--- config.mk ---
export PLATFORM = sky130hd
export DESIGN_NAME = commit_top
export DESIGN_NICKNAME = d
export VERILOG_FILES = /design/src/commit_pkg.sv /design/src/rob_head_if.sv /design/src/commit_top.sv /design/src/arch_regfile.sv /design/src/csr_block.sv /design/src/commit_unit.sv /design/src/reorder_buffer.sv
export VERILOG_INCLUDE_DIRS = /design/src
export SDC_FILE = /design/constraint.sdc
export NUM_CORES = 2
export LEC_CHECK = 0
export BUFFER_PORTS_ARGS = -buffer_cell sky130_fd_sc_hd__buf_2
export CORE_ASPECT_RATIO = 0.5
export CORE_MARGIN = 3
export CORE_UTILIZATION = 53
export DETAILED_ROUTE_END_ITERATION = 7
export PLACE_DENSITY = 0.72
export SLEW_MARGIN = 20
export SYNTH_ARGS = -nofsm -noshare
export SYNTH_HDL_FRONTEND = slang
export SYNTH_SLANG_ARGS = --single-unit
--- constraint.sdc ---
create_clock -name clk -period 8 [get_ports clk]
set_clock_uncertainty 0.1 [all_clocks]
set_input_delay 0.4 -clock clk [delete_from_list [all_inputs] [get_ports clk]]
set_output_delay 0.4 -clock clk [all_outputs]
set_load 0.1 [all_outputs]
--- src/commit_consts.svh ---
// --------------------------------------
// Widths, buffer sizing, machine CSR
// addresses and trap cause codes
// --------------------------------------
`ifndef COMMIT_CONSTS_SVH
`define COMMIT_CONSTS_SVH

`define XLEN          32
`define ROB_DEPTH     8
`define ROB_TAG_W     3

`define CSR_MTVEC     12'h305
`define CSR_MEPC      12'h341
`define CSR_MCAUSE    12'h342
`define CSR_MSCRATCH  12'h340

`define CAUSE_ECALL   32'd11 // ecall from M-mode
`define CAUSE_ILLEGAL 32'd5  // load access fault
`endif
--- src/commit_pkg.sv ---
// --------------------------------------
// Instruction class and special-op enums,
// reorder buffer entry layout
// --------------------------------------
`include "commit_consts.svh"

package commit_pkg;

    typedef enum logic [1:0] {
        ITYPE_BRANCH = 2'b00,
        ITYPE_STORE  = 2'b01,
        ITYPE_REG    = 2'b10, // ALU, load, jalr
        ITYPE_CSR    = 2'b11
    } itype_e;

    typedef enum logic [1:0] {
        SPECIAL_NONE  = 2'b00,
        SPECIAL_ECALL = 2'b01,
        SPECIAL_MRET  = 2'b10
    } special_e;

    // One in-flight instruction
    typedef struct packed {
        itype_e                  itype;
        special_e                special;
        logic                    ready;         // Result has been written back
        logic [`ROB_TAG_W-1:0]   tag;
        logic [4:0]              rd;
        logic [11:0]             csr_sel;
        logic [`XLEN-1:0]        pc;
        logic [`XLEN-1:0]        value;         // Result or CSR write data
        logic [`XLEN-1:0]        dest;          // Branch target or old CSR value
        logic                    branch_pred;
        logic                    branch_result; // Actual taken
    } rob_entry_t;

endpackage

--- src/rob_head_if.sv ---
// --------------------------------------
// Head entry and retire strobes between
// the reorder buffer and commit
// --------------------------------------
`timescale 1ns/1ps

interface rob_head_if (
    input logic clk
);
    commit_pkg::rob_entry_t head;
    logic                   head_valid; // Buffer not empty
    logic                   dequeue;
    logic                   flush;

    modport buffer (
        output head,
        output head_valid,
        input  dequeue,
        input  flush
    );

    modport commit (
        input  clk, // Sampling clock for commit checks
        input  head,
        input  head_valid,
        output dequeue,
        output flush
    );
endinterface

--- src/commit_top.sv ---
// --------------------------------------
// Retirement top: buffer, commit, CSRs,
// register file
// --------------------------------------
`timescale 1ns/1ps
`include "commit_consts.svh"

module commit_top (
    input  logic                  clk,
    input  logic                  arst_n,
    input  logic                  alloc_valid,
    input  commit_pkg::itype_e    alloc_itype,
    input  commit_pkg::special_e  alloc_special,
    input  logic [4:0]            alloc_rd,
    input  logic [11:0]           alloc_csr_sel,
    input  logic [`XLEN-1:0]      alloc_pc,
    input  logic                  alloc_pred,
    output logic                  alloc_ready,
    output logic [`ROB_TAG_W-1:0] alloc_tag,
    input  logic                  wb_valid,
    input  logic [`ROB_TAG_W-1:0] wb_tag,
    input  logic [`XLEN-1:0]      wb_value,
    input  logic [`XLEN-1:0]      wb_dest,
    input  logic                  wb_branch_taken,
    input  logic                  store_done,
    input  logic                  illegal_access,
    output logic                  commit_valid,
    output logic [`ROB_TAG_W-1:0] commit_tag,
    output logic                  branch_commit,
    output logic                  branch_mispredict,
    output logic [`XLEN-1:0]      branch_target,
    output logic                  redirect_valid,
    output logic [`XLEN-1:0]      redirect_pc,
    input  logic [4:0]            dbg_rd_addr,
    output logic [`XLEN-1:0]      dbg_rd_data
);
    logic             reg_write;
    logic [4:0]       rd;
    logic [`XLEN-1:0] write_data;
    logic             csr_write;
    logic [11:0]      csr_sel;
    logic [`XLEN-1:0] csr_data;
    logic             trap_take;
    logic [`XLEN-1:0] trap_cause;
    logic [`XLEN-1:0] trap_pc;
    logic             mret_take;
    logic [`XLEN-1:0] mtvec;
    logic [`XLEN-1:0] mepc;

    rob_head_if rob_if (.clk(clk));

    reorder_buffer u_rob (
        .clk(clk), .arst_n(arst_n),
        .alloc_valid(alloc_valid), .alloc_itype(alloc_itype),
        .alloc_special(alloc_special), .alloc_rd(alloc_rd),
        .alloc_csr_sel(alloc_csr_sel), .alloc_pc(alloc_pc), .alloc_pred(alloc_pred),
        .alloc_ready(alloc_ready), .alloc_tag(alloc_tag),
        .wb_valid(wb_valid), .wb_tag(wb_tag), .wb_value(wb_value),
        .wb_dest(wb_dest), .wb_branch_taken(wb_branch_taken),
        .rob(rob_if.buffer)
    );

    commit_unit u_commit (
        .rob(rob_if.commit),
        .store_done(store_done), .illegal_access(illegal_access),
        .mtvec(mtvec), .mepc(mepc),
        .reg_write(reg_write), .rd(rd), .write_data(write_data),
        .csr_write(csr_write), .csr_sel(csr_sel), .csr_data(csr_data),
        .trap_take(trap_take), .trap_cause(trap_cause), .trap_pc(trap_pc),
        .mret_take(mret_take),
        .commit_valid(commit_valid), .commit_tag(commit_tag),
        .branch_commit(branch_commit), .branch_mispredict(branch_mispredict),
        .branch_target(branch_target),
        .redirect_valid(redirect_valid), .redirect_pc(redirect_pc)
    );

    csr_block u_csr (
        .clk(clk), .arst_n(arst_n),
        .csr_write(csr_write), .csr_sel(csr_sel), .csr_data(csr_data),
        .trap_take(trap_take), .trap_cause(trap_cause), .trap_pc(trap_pc),
        .mret_take(mret_take),
        .mtvec(mtvec), .mepc(mepc)
    );

    arch_regfile u_regfile (
        .clk(clk), .arst_n(arst_n),
        .reg_write(reg_write), .rd(rd), .write_data(write_data),
        .dbg_rd_addr(dbg_rd_addr), .dbg_rd_data(dbg_rd_data)
    );

endmodule

--- src/arch_regfile.sv ---
// --------------------------------------
// Architectural register file, x0 fixed
// --------------------------------------
`timescale 1ns/1ps
`include "commit_consts.svh"

module arch_regfile (
    input  logic             clk,
    input  logic             arst_n,
    input  logic             reg_write,
    input  logic [4:0]       rd,
    input  logic [`XLEN-1:0] write_data,
    input  logic [4:0]       dbg_rd_addr,
    output logic [`XLEN-1:0] dbg_rd_data
);
    logic [`XLEN-1:0] regs [32];

    always_ff @(posedge clk or negedge arst_n) begin
        if (!arst_n) begin
            for (int i = 0; i < 32; i++) begin
                regs[i] <= '0;
            end
        end else if (reg_write && rd != 5'd0) begin
            regs[rd] <= write_data; // x0 never written
        end
    end

    assign dbg_rd_data = regs[dbg_rd_addr];

endmodule

--- src/csr_block.sv ---
// --------------------------------------
// Machine CSRs: mtvec, mepc, mcause,
// mscratch
// --------------------------------------
`timescale 1ns/1ps
`include "commit_consts.svh"

module csr_block (
    input  logic             clk,
    input  logic             arst_n,
    input  logic             csr_write,
    input  logic [11:0]      csr_sel,
    input  logic [`XLEN-1:0] csr_data,
    input  logic             trap_take,
    input  logic [`XLEN-1:0] trap_cause,
    input  logic [`XLEN-1:0] trap_pc,
    input  logic             mret_take,
    output logic [`XLEN-1:0] mtvec,
    output logic [`XLEN-1:0] mepc
);
    logic [`XLEN-1:0] mcause;
    logic [`XLEN-1:0] mscratch;
    logic             sw_write;

    // Trap or return owns the CSR port in its retire cycle
    assign sw_write = csr_write && !trap_take && !mret_take;

    always_ff @(posedge clk or negedge arst_n) begin
        if (!arst_n) begin
            mtvec    <= '0;
            mepc     <= '0;
            mcause   <= '0;
            mscratch <= '0;
        end else if (trap_take) begin
            mepc   <= trap_pc;   // Faulting or ecall pc
            mcause <= trap_cause;
        end else if (sw_write) begin
            case (csr_sel)
                `CSR_MTVEC:    mtvec    <= csr_data;
                `CSR_MEPC:     mepc     <= csr_data;
                `CSR_MCAUSE:   mcause   <= csr_data;
                `CSR_MSCRATCH: mscratch <= csr_data;
                default: ; // Unimplemented address, dropped
            endcase
        end
    end

endmodule

--- src/commit_unit.sv ---
// --------------------------------------
// Retirement decision for the head entry
// --------------------------------------
`timescale 1ns/1ps
`include "commit_consts.svh"

module commit_unit (
    rob_head_if.commit            rob,
    input  logic                  store_done,     // Store at head finished in memory
    input  logic                  illegal_access,
    input  logic [`XLEN-1:0]      mtvec,
    input  logic [`XLEN-1:0]      mepc,
    output logic                  reg_write,
    output logic [4:0]            rd,
    output logic [`XLEN-1:0]      write_data,
    output logic                  csr_write,
    output logic [11:0]           csr_sel,
    output logic [`XLEN-1:0]      csr_data,
    output logic                  trap_take,
    output logic [`XLEN-1:0]      trap_cause,
    output logic [`XLEN-1:0]      trap_pc,
    output logic                  mret_take,
    output logic                  commit_valid,
    output logic [`ROB_TAG_W-1:0] commit_tag,
    output logic                  branch_commit,
    output logic                  branch_mispredict,
    output logic [`XLEN-1:0]      branch_target,
    output logic                  redirect_valid,
    output logic [`XLEN-1:0]      redirect_pc
);
    commit_pkg::rob_entry_t h;

    assign h = rob.head;

    always_comb begin
        commit_valid      = 1'b0;
        reg_write         = 1'b0;
        write_data        = '0;
        csr_write         = 1'b0;
        csr_data          = '0;
        trap_take         = 1'b0;
        trap_cause        = '0;
        mret_take         = 1'b0;
        branch_commit     = 1'b0;
        branch_mispredict = 1'b0;
        redirect_valid    = 1'b0;
        redirect_pc       = '0;
        if (rob.head_valid && h.ready) begin
            commit_valid = 1'b1;
            if (h.itype == commit_pkg::ITYPE_BRANCH) begin
                branch_commit     = 1'b1;
                branch_mispredict = (h.branch_pred != h.branch_result);
                redirect_valid    = branch_mispredict;
                redirect_pc       = h.branch_result ? h.dest : h.pc + `XLEN'(4);
            end else if (h.itype == commit_pkg::ITYPE_STORE) begin
                commit_valid = store_done; // Hold until memory acks
            end else if (illegal_access && h.special != commit_pkg::SPECIAL_NONE) begin
                trap_take      = 1'b1;
                trap_cause     = `CAUSE_ILLEGAL;
                redirect_valid = 1'b1;
                redirect_pc    = mtvec;
            end else if (h.special == commit_pkg::SPECIAL_ECALL) begin
                trap_take      = 1'b1;
                trap_cause     = `CAUSE_ECALL;
                redirect_valid = 1'b1;
                redirect_pc    = mtvec;
            end else if (h.special == commit_pkg::SPECIAL_MRET) begin
                mret_take      = 1'b1;
                redirect_valid = 1'b1;
                redirect_pc    = mepc;
            end else if (h.itype == commit_pkg::ITYPE_CSR) begin
                csr_write  = 1'b1;
                csr_data   = h.value;
                reg_write  = 1'b1;
                write_data = h.dest; // Old CSR value into rd
            end else begin
                reg_write  = 1'b1;
                write_data = h.value;
            end
        end
    end

    assign rob.dequeue   = commit_valid;
    assign rob.flush     = redirect_valid; // Mispredict, trap or return
    assign commit_tag    = commit_valid ? h.tag : '0;
    assign rd            = reg_write ? h.rd : '0;
    assign csr_sel       = csr_write ? h.csr_sel : '0;
    assign trap_pc       = trap_take ? h.pc : '0;
    assign branch_target = branch_commit ? h.dest : '0;

    a_redirect_src: assert property (@(posedge rob.clk)
        redirect_valid |-> (commit_valid || trap_take));

    // Buffer must come back empty after any flush
    a_flush_empties: assert property (@(posedge rob.clk)
        rob.flush |=> !rob.head_valid);

endmodule

--- src/reorder_buffer.sv ---
// --------------------------------------
// Circular in-order reorder buffer
// --------------------------------------
`timescale 1ns/1ps
`include "commit_consts.svh"

module reorder_buffer (
    input  logic                   clk,
    input  logic                   arst_n,
    input  logic                   alloc_valid,
    input  commit_pkg::itype_e     alloc_itype,
    input  commit_pkg::special_e   alloc_special,
    input  logic [4:0]             alloc_rd,
    input  logic [11:0]            alloc_csr_sel,
    input  logic [`XLEN-1:0]       alloc_pc,
    input  logic                   alloc_pred,
    output logic                   alloc_ready,
    output logic [`ROB_TAG_W-1:0]  alloc_tag,
    input  logic                   wb_valid,
    input  logic [`ROB_TAG_W-1:0]  wb_tag,
    input  logic [`XLEN-1:0]       wb_value,
    input  logic [`XLEN-1:0]       wb_dest,
    input  logic                   wb_branch_taken,
    rob_head_if.buffer             rob
);
    commit_pkg::rob_entry_t entries [`ROB_DEPTH];

    logic [`ROB_TAG_W-1:0] head_ptr;
    logic [`ROB_TAG_W-1:0] tail_ptr;
    logic [`ROB_TAG_W:0]   count;
    logic                  alloc_fire;
    logic [`ROB_TAG_W-1:0] wb_offset;
    logic                  wb_live;
    logic [`ROB_TAG_W-1:0] tail_offset;
    logic                  tail_live;

    assign alloc_ready = (count != `ROB_DEPTH) && !rob.flush;
    assign alloc_tag   = tail_ptr;
    assign alloc_fire  = alloc_valid && alloc_ready;

    assign rob.head       = entries[head_ptr];
    assign rob.head_valid = (count != '0);

    // Distance from head, wraps with the pointers
    assign wb_offset = wb_tag - head_ptr;
    assign wb_live   = ({1'b0, wb_offset} < count);

    assign tail_offset = tail_ptr - head_ptr;
    assign tail_live   = ({1'b0, tail_offset} < count); // Tail slot still in flight

    always_ff @(posedge clk or negedge arst_n) begin
        if (!arst_n) begin
            head_ptr <= '0;
            tail_ptr <= '0;
            count    <= '0;
        end else if (rob.flush) begin // Squash everything in flight
            head_ptr <= '0;
            tail_ptr <= '0;
            count    <= '0;
        end else begin
            if (alloc_fire)
                tail_ptr <= tail_ptr + 1'b1;
            if (rob.dequeue)
                head_ptr <= head_ptr + 1'b1;
            case ({alloc_fire, rob.dequeue})
                2'b10:   count <= count + 1'b1;
                2'b01:   count <= count - 1'b1;
                default: count <= count;
            endcase
        end
    end

    // Entry storage
    always_ff @(posedge clk) begin
        if (alloc_fire) begin
            entries[tail_ptr] <= '{
                itype:         alloc_itype,
                special:       alloc_special,
                ready:         1'b0,
                tag:           tail_ptr,
                rd:            alloc_rd,
                csr_sel:       alloc_csr_sel,
                pc:            alloc_pc,
                value:         '0,
                dest:          '0,
                branch_pred:   alloc_pred,
                branch_result: 1'b0
            };
        end
        if (wb_valid && !rob.flush) begin
            entries[wb_tag].ready         <= 1'b1;
            entries[wb_tag].value         <= wb_value;
            entries[wb_tag].dest          <= wb_dest;
            entries[wb_tag].branch_result <= wb_branch_taken;
        end
    end

    // Allocation never lands on a live entry
    a_no_overflow: assert property (@(posedge clk) disable iff (!arst_n)
        alloc_fire |-> !tail_live);

    a_no_deq_empty: assert property (@(posedge clk) disable iff (!arst_n)
        rob.dequeue |-> (count != '0));

    a_wb_live: assert property (@(posedge clk) disable iff (!arst_n)
        (wb_valid && !rob.flush) |-> wb_live);

endmodule

Word level (Yosys, flattened, before mapping)
Memories as Yosys holds them, arrays and structs flattened.
Cells that the tools add are included.
{ "op_classes": {"n_addsub": 5, "eq_ne": 10, "magnitude_cmp": 3, "muxes": 80, "bitwise": 3, "reduce_logical": 23} }
{ "op_table": {"columns": ["cell", "count"], "rows": [
  ["$bwmux W1024", 1],
  ["$mux W32", 28],
  ["$bmux W32 S5", 1],
  ["$demux W32 S5", 1],
  ["$mux W1", 40],
  ["$add A32 B3 Y32 const B", 1],
  ["$eq A12 B10 Y1 const B", 2],
  ["$mux W3", 5],
  ["$ge A6 B6 Y1 const B", 2],
  ["$mux W12", 1],
  ["$not A5 Y6", 2],
  ["$reduce_bool A2 Y1", 5],
  ["$logic_and A1 B1 Y1", 9],
  ["$pmux W4 S2", 1],
  ["$add A3 B1 Y3 const B", 2],
  ["$eq A2 B1 Y1 const B", 3],
  ["$eq A2 B2 Y1 const B", 3],
  ["$lt A6 B1 Y1 const B", 1],
  ["$mux W5", 1],
  ["$reduce_bool A5 Y1", 1],
  ["$add A4 B1 Y4 const B", 1],
  ["$mux W4", 1],
  ["$ne A4 B4 Y1 const B", 1],
  ["$reduce_bool A4 Y1", 1],
  ["other kinds (8)", 10]
]} }
{ "word_totals": {"input_bits": 133, "wordCells": 162, "output_inout_bits": 107, "ff_bits": 1098, "ramBits": 984, "n_memories": 1} }
{ "memory_table": {"columns": ["memory", "words", "width", "read_ports", "rd_ports_with_merged_regs", "wr", "line_no", "text"], "rows": [
  ["u_rob.entries", 8, 123, 1, 0, 2, "reorder_buffer.sv:26", "commit_pkg::rob_entry_t entries [`ROB_DEPTH];"]
]} }

Depth between registers and ports, before layout
An unclocked memory read counts as a cell.
{ "depth": {"depth_word": 15, "depth_mapped": 23, "mapped_depth_nobuf": 18} }

By module
From an unflattened synthesis, not the netlist that was laid out.
{ "hier_totals": {"cells_unflattened": 6471, "area_unflattened_um2": 94572.0} }
{ "by_module_without_submodules": {"columns": ["mod", "cells_each", "area_each_um2", "instances", "seq_area_each_um2"], "rows": [
  ["arch_regfile", 3451, 46719.8, 1, 25624.6],
  ["reorder_buffer", 2118, 41085.7, 1, 29718.5],
  ["commit_unit", 606, 3427.0, 1, 0.0],
  ["csr_block", 296, 3339.5, 1, 1601.5]
]} }

Worst setup path before layout
Ideal clock, no wire load.
{ "synth_path": {"path_type": "reg2reg", "start": "reg u_rob.head_ptr[0]", "end": "mem u_rob.entries[7][0] (netlist bit), enable pin", "path_buffers": 4, "synth_period_minus_slack_ns": 7.668, "slack_ns": 0.332, "path_stages_with_launch": 11, "t_arrival_ns": 6.990, "setup_time_ns": 0.578, "cell_sequence": "dfrtp_1 buf_6 buf_8 buf_12 buf_12 mux4_2 mux2i_1 ha_1 nor2_1 o221ai_2 o21ai_0"} }
{ "synth_rtl": {"columns": ["element", "line_no", "text"], "rows": [
  ["start, declared", "reorder_buffer.sv:28", "logic [`ROB_TAG_W-1:0] head_ptr;"],
  ["start signal, assigned", "reorder_buffer.sv:64", "head_ptr <= head_ptr + 1'b1;"],
  ["end, declared", "reorder_buffer.sv:26", null]
]} }

Worst setup path in the final report
{ "layout_path": {"start": "reg u_rob.head_ptr[2]", "end": "out redirect_pc[28]"} }
{ "layout_via": {"elab_chain_len": 8, "word_cells_on_any_way": 16} }
{ "layout_lines": {"columns": ["element", "line_no", "text"], "rows": [
  ["$mem_v2 Z8 W123 *", null, null],
  ["branches (longest 6 deep; another with $add A32 B3 Y32)", null, null],
  ["$mux W32 *", "commit_unit.sv:48", "if (rob.head_valid && h.ready) begin"],
  ["end, declared", "commit_top.sv:33", "output logic [`XLEN-1:0] redirect_pc,"]
]} }
Mark *: on every way between the ends.

==> qor.txt <==
Status - completed
Syn Area/Cell - 14.8 um2
Design area - 102000 um2
Layout Cells excl Fill - 8742
Initial antenna violation count - 13
Post-synth top area share - 32.2%
Antenna-violating nets left - 0
Vias per inst - 6.24
RR Endpoint - u_rob.entries[3][112]
Syn Inst Count - 6155
Final nets - 6458
Critical path arrival - 6240 ps
DRT Wirelength - 247000 um
RSZ-0062 raised after global routing - no
LEAKAGE - 40.7 nW
Synth area leader - edfxtp_1
Layout cells sized above 1 - 28.1%
Layout area overhead - 12.0%
CTS H-tree depth - 4
Fin util - 60.4%
Worst R2R Start - u_rob.head_ptr[0]
Chip height - 299 um
Initial DRT Pass Iterations - 5
Top Metal Used - met5
Chip width - 592 um
Register bit count reported by yosys - 2082
CP Launch Type - flop
Slew HR - 15.6%
TritonCTS clock tree - done
Max-cap violations - 0
WL met3 - 20100 um
Initial Util - 53.9%
Met2 WL - 121000 um
Worst-margin pin slew - 1230 ps
Pwr/cell area - 321 nW/um2
Synth cell types - 71
Clock Root Buffer - clkbuf_16
DR WL/cell - 28.2 um
Top cells by area, synth - edfxtp_1, dfrtp_1, mux4_2
Fmax - 148 MHz
Post-placement cell area - 94200 um2
Synth warn - 0
R2r worst-path depth - 10
Hold Path Class - primary input to async pin
Num rows - 106
CTS Buf Count - 190
Tcrit/Tclk final - 84.2%
Clock transition at path regs - 70 ps
PostCTS Resize Cnt - 0
Number of remaining DRC errors - 0
Post-synthesis sequential area ratio - 62.6%
R2r setup slk - 1930 ps
Ys flop type - dfrtp_1
Worst-Skew Late Latency - 840 ps
Total gr overflow - 0
Crit end category - output port
Final hold vios - 0
Ys async rst share - 52.7%
Number of buffers added on ports - 239
Clock buffer depth - 4
WS Path Type - flop to output port
Core area - 169000 um2
Max VDD drop - 0.000349 V
Post-Syn Nets - 6299
Crit-path max FO - 39
Pins over their slew limit - 0
Die area - 177000 um2
Most common library cells after synthesis - dfrtp_1, edfxtp_1, nand2_1, o21ai_0, mux4_2
Wl on met1 - 95400 um
Most common cell in the netlist - dfrtp_1
I/O pin count - 240
Fillers - 12466
Inst Count DP - 8266
First-pass GRT wire length - 371000 um
Clock sinks - 2082
Final HPWL DP - 146000 um
Final setup TNS - 0 ps
Initial drt markers - 5532
Synth Cell Area - 90900 um2
Final setup fails - 0
Critical Path RT - 7500 ps
Largest net degree at the start of global routing - 220
Placer Congestion - 0.901
Vias in the first global route - 57173
Number of synthesized flops with an enable pin - 976
Via count - 54534
Total GRT Usage - 28.1%
Shortest period the worst path allows - 6740 ps
## cell families (layout without fill, tap and decap cells)
kind of cell	count (synthesis)	after routing	synth area share, %
other	0	12	0
adders and majority gates	11	11	0.151
buffers and inverters	524	831	2.52
AOI/OAI and AO/OA	692	692	4.07
DFF	2082	2082	62.6
muxes	1218	1218	21.7
xor gates and xnor gates	35	35	0.337
and+or+nand+nor	1593	1593	8.55
## layer usage
layer / global-route usage [%] / up-vias
met3: 6.20 / 541
met1: 37.3 / 28702
met5: 0 / -
met4: 10.6 / 6
li1: - / 22898
met2: 45.9 / 2387
## worst max-delay path, cell delays in order, from the launching register on
cell	delay (ps)
dfrtp_4	770
buf_4	570
buf_4	590
mux4_2	310
mux2_2	220
and3_1	200
nand4_1	550
nor4b_1	520
xor2_1	120
o21ai_0	900
buf_2	590
## how the worst max path moves through the flow
stage	start	end
after global placement	u_rob.head_ptr[0]	u_rob.entries[1][103]
after global routing	u_rob.head_ptr[1]	redirect_pc[28]
after CTS	u_rob.head_ptr[2]	redirect_pc[28]
after detailed placement	u_rob.head_ptr[0]	u_rob.entries[3][66]
final	u_rob.head_ptr[2]	redirect_pc[28]
after floorplan	u_rob.head_ptr[0]	u_rob.entries[7][0]
## area by class of cell
cell class | count | area [um2] | area share (%)
Antenna cell | 12 | 30.0 | 0.0295
Clock buffer | 273 | 5630 | 5.53
Clock inverter | 67 | 697 | 0.684
Inverter | 17 | 70.1 | 0.0688
Multi-Input combinational cell | 3549 | 32200 | 31.6
Sequential cell | 2082 | 57000 | 55.9
Tap cell | 2268 | 2840 | 2.79
Timing Repair Buffer | 474 | 3480 | 3.42
## cell usage in the layout (no fill, tap or decap), drive strengths merged, types with 38 or more instances in the layout
cell type	count
dlygate4sd3	121
nand3	60
nand2	730
o21ai	583
clkinv	49
edfxtp	976
buf	353
mux2	542
and2	526
mux4	549
mux2i	127
clkbuf	273
a21oi	38
dfrtp	1098
nor2	139
## registers in the layout, summed over array words and instances (netlist names)
| register | flops |
|---|---|
| u_csr.mepc | 32 |
| u_csr.mtvec | 32 |
| u_regfile.regs | 1024 |
| u_rob.alloc_tag | 3 |
| u_rob.count | 4 |
| u_rob.entries | 984 |
| u_rob.head_ptr | 3 |
## metrics by stage
stage                     setup slack (ps)  power, mW  hold slack [ps]
after detailed placement              2010       23.4              263
final                                 1260       32.7              215
after CTS                             1510       32.7              227
after floorplan                        332       19.7             4.41
after global placement                2160       23.1              260
after global routing                  1110       33.8              270
## what timing repair did
action                                 4_1_cts  5_1_grt
hold buffers                               121        0
setup buffers                                0        0
endpoints found under the hold margin     1070        0
## power by group
part           internal [mW]  switching [mW]
Clock                   5.33            3.96
Sequential              12.7           0.566
Combinational           2.95            7.27
No activity file was read; power rests on OpenSTA's default activity.
